[config.mk]
export PLATFORM = sky130hd
export DESIGN_NAME = cc_register
export DESIGN_NICKNAME = d
export VERILOG_FILES = /design/src/pdp_pkg.sv /design/src/cc_register.sv
export SDC_FILE = /design/constraint.sdc
export NUM_CORES = 1
export LEC_CHECK = 0
export BUFFER_PORTS_ARGS = -buffer_cell sky130_fd_sc_hd__buf_4
export CAP_MARGIN = 0
export CORE_AREA = 2 2 39 41
export CTS_CLUSTER_DIAMETER = 80
export CTS_CLUSTER_SIZE = 10
export DETAILED_ROUTE_END_ITERATION = 7
export DIE_AREA = 0 0 41 43
export PLACE_DENSITY = 0.53
export REMOVE_ABC_BUFFERS = 1
export SLEW_MARGIN = 20
export SYNTH_ARGS = -nofsm -noshare
export SYNTH_HDL_FRONTEND = slang
export SYNTH_SLANG_ARGS = --single-unit
[constraint.sdc]
create_clock -name clk -period 2.49 [get_ports clk]
set_input_delay 0.1245 -clock clk [delete_from_list [all_inputs] [get_ports clk]]
set_output_delay 0.1245 -clock clk [all_outputs]
set_load 0.005 [all_outputs]
[src/pdp_pkg.sv]
package pdp_pkg;

   // ======================================================================
   // widths and basic types
   // ======================================================================

   localparam int WORD_W = 16;
   localparam int BYTE_W = 8;

   typedef logic [WORD_W-1:0] word_t;

   // condition codes, msb to lsb
   typedef logic [3:0] cc_t;

   localparam int CC_N = 3;
   localparam int CC_Z = 2;
   localparam int CC_V = 1;
   localparam int CC_C = 0;

   // ======================================================================
   // alu opcodes
   // ======================================================================

   // adder ops sit in one contiguous range, logic and shift ops after it
   typedef enum logic [4:0] {
      OP_NOP  = 5'd0,
      OP_ADD  = 5'd1,
      OP_ADC  = 5'd2,
      OP_SUB  = 5'd3,
      OP_SBC  = 5'd4,
      OP_INC  = 5'd5,
      OP_DEC  = 5'd6,
      OP_INC2 = 5'd7,
      OP_DEC2 = 5'd8,
      OP_NEG  = 5'd9,
      OP_CMP  = 5'd10,
      OP_CLR  = 5'd11,
      OP_COM  = 5'd12,
      OP_TST  = 5'd13,
      OP_ROR  = 5'd14,
      OP_ROL  = 5'd15,
      OP_ASR  = 5'd16,
      OP_ASL  = 5'd17,
      OP_SXT  = 5'd18,
      OP_MOV  = 5'd19,
      OP_BIT  = 5'd20,
      OP_BIC  = 5'd21,
      OP_BIS  = 5'd22,
      OP_EXOR = 5'd23,
      OP_SWAB = 5'd24
   } alu_op_e;

endpackage

[src/cc_register.sv]
`timescale 1ns/1ps

module cc_register (
   input  logic         clk,
   input  logic         arst_n,
   input  logic         update,
   input  pdp_pkg::cc_t flags,
   input  pdp_pkg::cc_t wmask,
   input  logic         load,
   input  pdp_pkg::cc_t load_data,
   output pdp_pkg::cc_t cc
);
   import pdp_pkg::*;

   cc_t merged;   // alu flags under the mask, old bits elsewhere

   assign merged = (cc & ~wmask) | (flags & wmask);

   always_ff @(posedge clk or negedge arst_n) begin
      if (!arst_n) begin
         cc <= '0;
      end else if (load) begin
         cc <= load_data;
      end else if (update) begin
         cc <= merged;
      end
   end

   // ======================================================================
   // checks
   // ======================================================================

   // a direct load and an alu op never share a cycle
   a_no_load_update: assert property (
      @(posedge clk) disable iff (!arst_n)
      !(load && update)
   ) else $error("cc_register: load and update high together");

endmodule

==> qor.yml, run 1 <==
layout:
  area_growth_syn_to_layout_pct: 90.2
  multiInputGateArea_um2: 116
  final_area_um2: 412
  area.sequential_um2: 100
  nNetsFinal: 61
  fillCellCount: 148
  finish.utilization_pct: 29.7
  final_cell_mix: "19 x buf_4, 4 x and3_1, 4 x a21boi_0, 4 x o31a_1, 4 x dfrtp_1"
  mostFrequentLayoutCell: "buf_4"
  layout-drive-gt1-share_pct: 51.2
  diodes: 0
yosys:
  synth_top_cell_by_area: "dfrtp_1"
  synth.area.top_cells: "dfrtp_1 46%, o31a_1 16%, a21boi_0 14%"
  synth_top_area_share_pct: 46.2
  synth_area_um2: 216
  synth_cell_types: 6
  yosysSeqAreaShare_pct: 46.2
  syn-instance-count: 20
  ys_warn_count: 0
  avgSynthCellArea_um2: 10.8
  synth-seq-cells: 4
global_routing:
  antenna_found_initial: 0
  grt_usage_pct: 8.17
  grt.overflow.total: 0
  grt_pass1_vias: 212
  grt_max_degree: 9
  grt_first_pass_wirelength_um: 910
floorplanning:
  die_y_um: 43
  start_util_pct: 15.6
  coreArea_um2: 1380
  ios: 20
  num_rows: 14
  die_area_um2: 1760
  die-width_um: 41
timing:
  tightestPinTransition_ps: 164
  fin_setup_tns_ps: 0
  hold_violations: 0
  drv_slew: 0
  min_period_ps: 859
  rsz0062_at_grt: "false"
  period_share_pct: 34.5
  relSlewSlack_pct: 88.9
  max_freq_mhz: 1160
  skew_ps: 0
  setup_viol: 0
critical_path:
  start_kind: "flop"
  cp_max_fo: 2
  worst_ep_required_time_ps: 2590
  critPathKind: "reg2reg"
  worst_setup_path_end_kind: "flop"
  critPathArrivalTime_ps: 960
pwr:
  power_frac_clock_pct: 38.5
  p_int_uw: 159
  combPwrFrac_pct: 24.3
  switching_share_pct: 21.1
  seq_power_share_pct: 37.1
  peakVddDrop_mv: 0.269
  p_per_area_nw_per_um2: 490
  leakage_nw: 0.206
  switchingPower_uw: 42.4
routing:
  post_drt_via_cell_ratio: 4.10
  initialDrtViolationCount: 4
  vias: 242
  drc_errors: 0
  drt-total-wl_um: 625
  antenna_left: 0
  first_pass_iters: 2
  avgRoutedWirePerCell_um: 10.6
clocking:
  cts_sinks: 4
  cts_buffers: 3
  cts_tree: "yes"
  path_clk_slew_ps: 40
  clock_path_buffers: 2
  clkLatencyLatePin_ps: 230
  postCtsSetupBuffers: 0
  cts-root-buf: "clkbuf_4"
  cts_max_level: 1
placed_design:
  gp_congestion: 0.683
  port_buffers: 19
  place_area_um2: 379
worst_hold_path:
  hold_path.class: "in2reg"
status:
  status: "completed"
job:
  cap_viol_max_count: 0
==> power by group through the flow <==
| stage | clock (mW) | combinational [mW] | sequential, mW |
|---|---|---|---|
| after floorplan | 0 | 0.0137 | 0.0761 |
| after global placement | 0 | 0.0478 | 0.0757 |
| after detailed placement | 0 | 0.0486 | 0.0759 |
| after CTS | 0.0823 | 0.0499 | 0.0751 |
| after global routing | 0.0903 | 0.0535 | 0.0758 |
| final | 0.0777 | 0.0490 | 0.0749 |
==> synth_stat cells, drive strengths merged <==
| master | number |
|---|---|
| o31a | 4 |
| and3 | 4 |
| dfrtp | 4 |
| a21boi | 4 |
| nand2b | 3 |
| or2b | 1 |
==> metrics by stage <==
step / hold WS [ps] / power [mW] / setup WS [ps] / instances
2_1_floorplan: -171 / 0.0898 / 1660 / 20
3_5_place_dp: -75.3 / 0.124 / 1620 / 55
3_3_place_gp: -75.4 / 0.124 / 1640 / 55
4_1_cts: 186 / 0.207 / 1620 / 59
5_1_grt: 186 / 0.220 / 1570 / 59
6_report: 194 / 0.202 / 1630 / 59
==> layout make-up <==
| type | instances | share of cell area, % |
|---|---|---|
| Tap cell | 16 | 4.86 |
| Clock buffer | 3 | 5.47 |
| Multi-Input combinational cell | 16 | 28.3 |
| Timing Repair Buffer | 20 | 37.1 |
| Sequential cell | 4 | 24.3 |
==> critical path, stage by stage (launching register included) <==
cell	delay, ps
dfrtp_1	370
a21boi_0	120
o31a_1	240
==> timing repair <==
| action | CTS | global route |
|---|---|---|
| resized for setup | 0 | 0 |
| hold endpoints to repair | 4 | 0 |
| hold buffers | 1 | 0 |
==> final timing paths <==
check	start	to	slack, ps	depth (start not counted)
min in group asynchronous	arst_n	asynchronous set/reset pin	230	2
min reg2reg	flop	flop	680	2
min	load	flop	190	2
max	flop	flop	1630	2
max in group asynchronous	arst_n	asynchronous set/reset pin	2150	2
max reg2reg	flop	flop	1630	2
==> kinds of logic (layout without fill, tap and decap cells) <==
family,after synthesis,after routing,synth area share [%]
AO/OA/AOI/OAI,8,8,30.1
flip-flops,4,4,46.2
AND/OR/NAND/NOR,8,8,23.7
buffers and inverters,0,23,0
==> metal layers <==
layer	global-route usage (%)	vias up	wire length, um
met1	8.79	112	250
met5	0	-	0
met3	7.85	0	48
li1	-	124	-
met4	0	0	0
met2	12.2	6	326
No activity file was read; power rests on OpenSTA's default activity.
==> inputs of run 2 (changes only) <==
==> constraint.sdc (replaced) <==
create_clock -name clk -period 0.8 [get_ports clk]
set_input_delay 0.04 -clock clk [delete_from_list [all_inputs] [get_ports clk]]
set_output_delay 0.04 -clock clk [all_outputs]
set_load 0.005 [all_outputs]
==> run 2 against run 1 <==
The run now ends with setup timing left. Largest power group unchanged. Sequential share of layout area fell by 3.1 points. Count of clock-buffer cells in the layout stayed put. Total power grew to 3.4 times the previous value.
==> qor.yml, run 2 (same netlist as run 1, synthesis figures left out) <==
critical_path:
  rr_worst_depth: 2  # unchanged
  worst_setup_path_end_kind: "output pin"
  critPathKind: "reg2out"
  crit_cells: 2  # unchanged
  worst_ep_required_time_ps: 760  # -1830 ps
  r2r_setup_slack_ps: -70  # -1700 ps
  critPathArrivalTime_ps: 830  # -130 ps
  crit_slowest_cell: "dfrtp_1"
  path_cells: "buf_6 > buf_6"
  cp_common_cell: "buf_6"
  max_stage_delay_ps: 390  # +20 ps
  cp_max_fo: 2  # unchanged
  crit_end: "cc[3]"
  start_kind: "flop"
  crit_family: "flip-flops"
  worst-path-buf-inv: 2  # +2
timing:
  period_share_pct: 109
  relSlewSlack_pct: 92.2  # +3.3 points
  skew_ps: 0  # unchanged
  fin_setup_tns_ps: -457  # -457 ps
  setup_viol: 8  # +8
  drv_slew: 0  # unchanged
  max_freq_mhz: 1140
  tightestPinTransition_ps: 117  # -47.7 ps
  rsz0062_at_grt: "true"
  min_period_ps: 873
  setup_ws_ps: -73.4  # -1700 ps
  hold_violations: 0  # unchanged
floorplanning:
  start_util_pct: 15.6  # unchanged
  coreArea_um2: 1380  # unchanged
  num_rows: 14  # unchanged
  die-width_um: 41  # unchanged
  die_area_um2: 1760  # unchanged
  ios: 20  # unchanged
  die_y_um: 43  # unchanged
clocking:
  cts_tree: "yes"
  cts_buffers: 3  # unchanged
  path_clk_slew_ps: 40  # about the same
  cts-root-buf: "clkbuf_4"
  clock_path_buffers: 2  # unchanged
  cts_max_level: 1  # unchanged
  clkLatencyLatePin_ps: 230  # about the same
  cts_sinks: 4  # unchanged
placed_design:
  port_buffers: 19  # unchanged
  gp_congestion: 0.704  # +3.1%
  pre_cts_ws_ps: -55.1  # -1680 ps
pwr:
  power_frac_clock_pct: 35.0  # -3.5 points
  leakage_nw: 0.238  # +15%
  peakVddDrop_mv: 0.935  # +250%
  switchingPower_uw: 143  # +240%
  switching_share_pct: 20.8  # -0.25 points
  p_int_uw: 546  # +240%
  seq_power_share_pct: 34.3  # -2.8 points
  p_per_area_nw_per_um2: 1460  # +200%
  combPwrFrac_pct: 30.7  # +6.4 points
layout:
  final_cell_mix: "15 x buf_4, 8 x buf_6"
  nNetsFinal: 65  # +6.6%
  fillCellCount: 152  # +2.7%
  finish.utilization_pct: 34.1  # +4.3 points
  area_growth_syn_to_layout_pct: 118
  diodes: 0  # unchanged
  mostFrequentLayoutCell: "buf_4"
  layout-drive-gt1-share_pct: 55.3  # +4.2 points
routing:
  avgRoutedWirePerCell_um: 9.83  # -7.2%
  post_drt_via_cell_ratio: 4.05  # -1.3%
  drt-total-wl_um: 619  # -0.96%
  initialDrtViolationCount: 1  # -3
  first_pass_iters: 4  # +2
  drc_errors: 0  # unchanged
  vias: 255  # +5.4%
  antenna_left: 0  # unchanged
global_routing:
  grt.overflow.total: 0  # unchanged
  antenna_found_initial: 0  # unchanged
  grt_usage_pct: 8.67  # +0.50 points
  grt_first_pass_wirelength_um: 972  # +6.8%
  grt_max_degree: 9  # unchanged
  grt_pass1_vias: 240  # +13%
status:
  violations: "setup timing"
  status: "finished with violations"
job:
  cap_viol_max_count: 0  # unchanged
worst_hold_path:
  worstHoldStart: "load"
  hold_path.class: "in2reg"
-- run 2: changes by cell type in the layout (fill, tap and decap cells not counted), sizes merged --
cell / previous run / this run
buf: 19 / 23
-- run 2: area by class of cell --
cell class | instances | area, um^2 | area share, %
clock buffer | 3 | 22.5 | 4.77
tap | 16 | 20.0 | 4.24
sequential | 4 | 100 | 21.2
multi-input combinational | 16 | 116 | 24.7
timing repair buffer | 24 | 213 | 45.1
-- run 2: layer usage --
| layer | vias to the layer above | global-route usage [%] | wire length (um) |
|---|---|---|---|
| met5 | - | 0 | 0 |
| met2 | 8 | 12.5 | 317 |
| met3 | 0 | 7.85 | 55 |
| li1 | 131 | - | - |
| met1 | 116 | 9.12 | 246 |
| met4 | 0 | 2.00 | 0 |
-- run 2: power by group through the flow --
| stage | combinational, mW | sequential [mW] | clock (mW) |
|---|---|---|---|
| finish | 0.211 | 0.237 | 0.241 |
| global route | 0.229 | 0.238 | 0.282 |
| CTS | 0.214 | 0.236 | 0.258 |
| detailed placement | 0.179 | 0.235 | 0 |
| global placement | 0.177 | 0.235 | 0 |
| floorplan | 0.0427 | 0.237 | 0 |
-- run 2: how the worst min path moves through the flow --
stage	slack, ps	depth (start not counted)	end
finish	100	2	flop
global route	110	2	flop
CTS	100	2	flop
detailed placement	-160	1	asynchronous set/reset pin
global placement	-160	1	asynchronous set/reset pin
floorplan	-260	0	asynchronous set/reset pin
-- run 2: metrics by stage --
stage,power (mW),instances,area (um^2),hold WS (ps)
after floorplan,0.280,20,216,-256
after global placement,0.412,59,409,-159
after detailed placement,0.414,59,409,-160
after CTS,0.708,63,472,99.6
after global routing,0.750,63,472,105
final,0.689,63,472,104
-- run 2: worst reg2reg max path, stage by stage (launching register included) --
cell      delay, ps
dfrtp_1         390
a21boi_1        130
o31a_1          230
-- run 2: repair_timing --
action,CTS,global route
hold buffers,1,0
endpoints found under the hold margin,4,0
gates resized for setup,11,1
setup endpoints to repair,8,8
buffers inserted,0,0
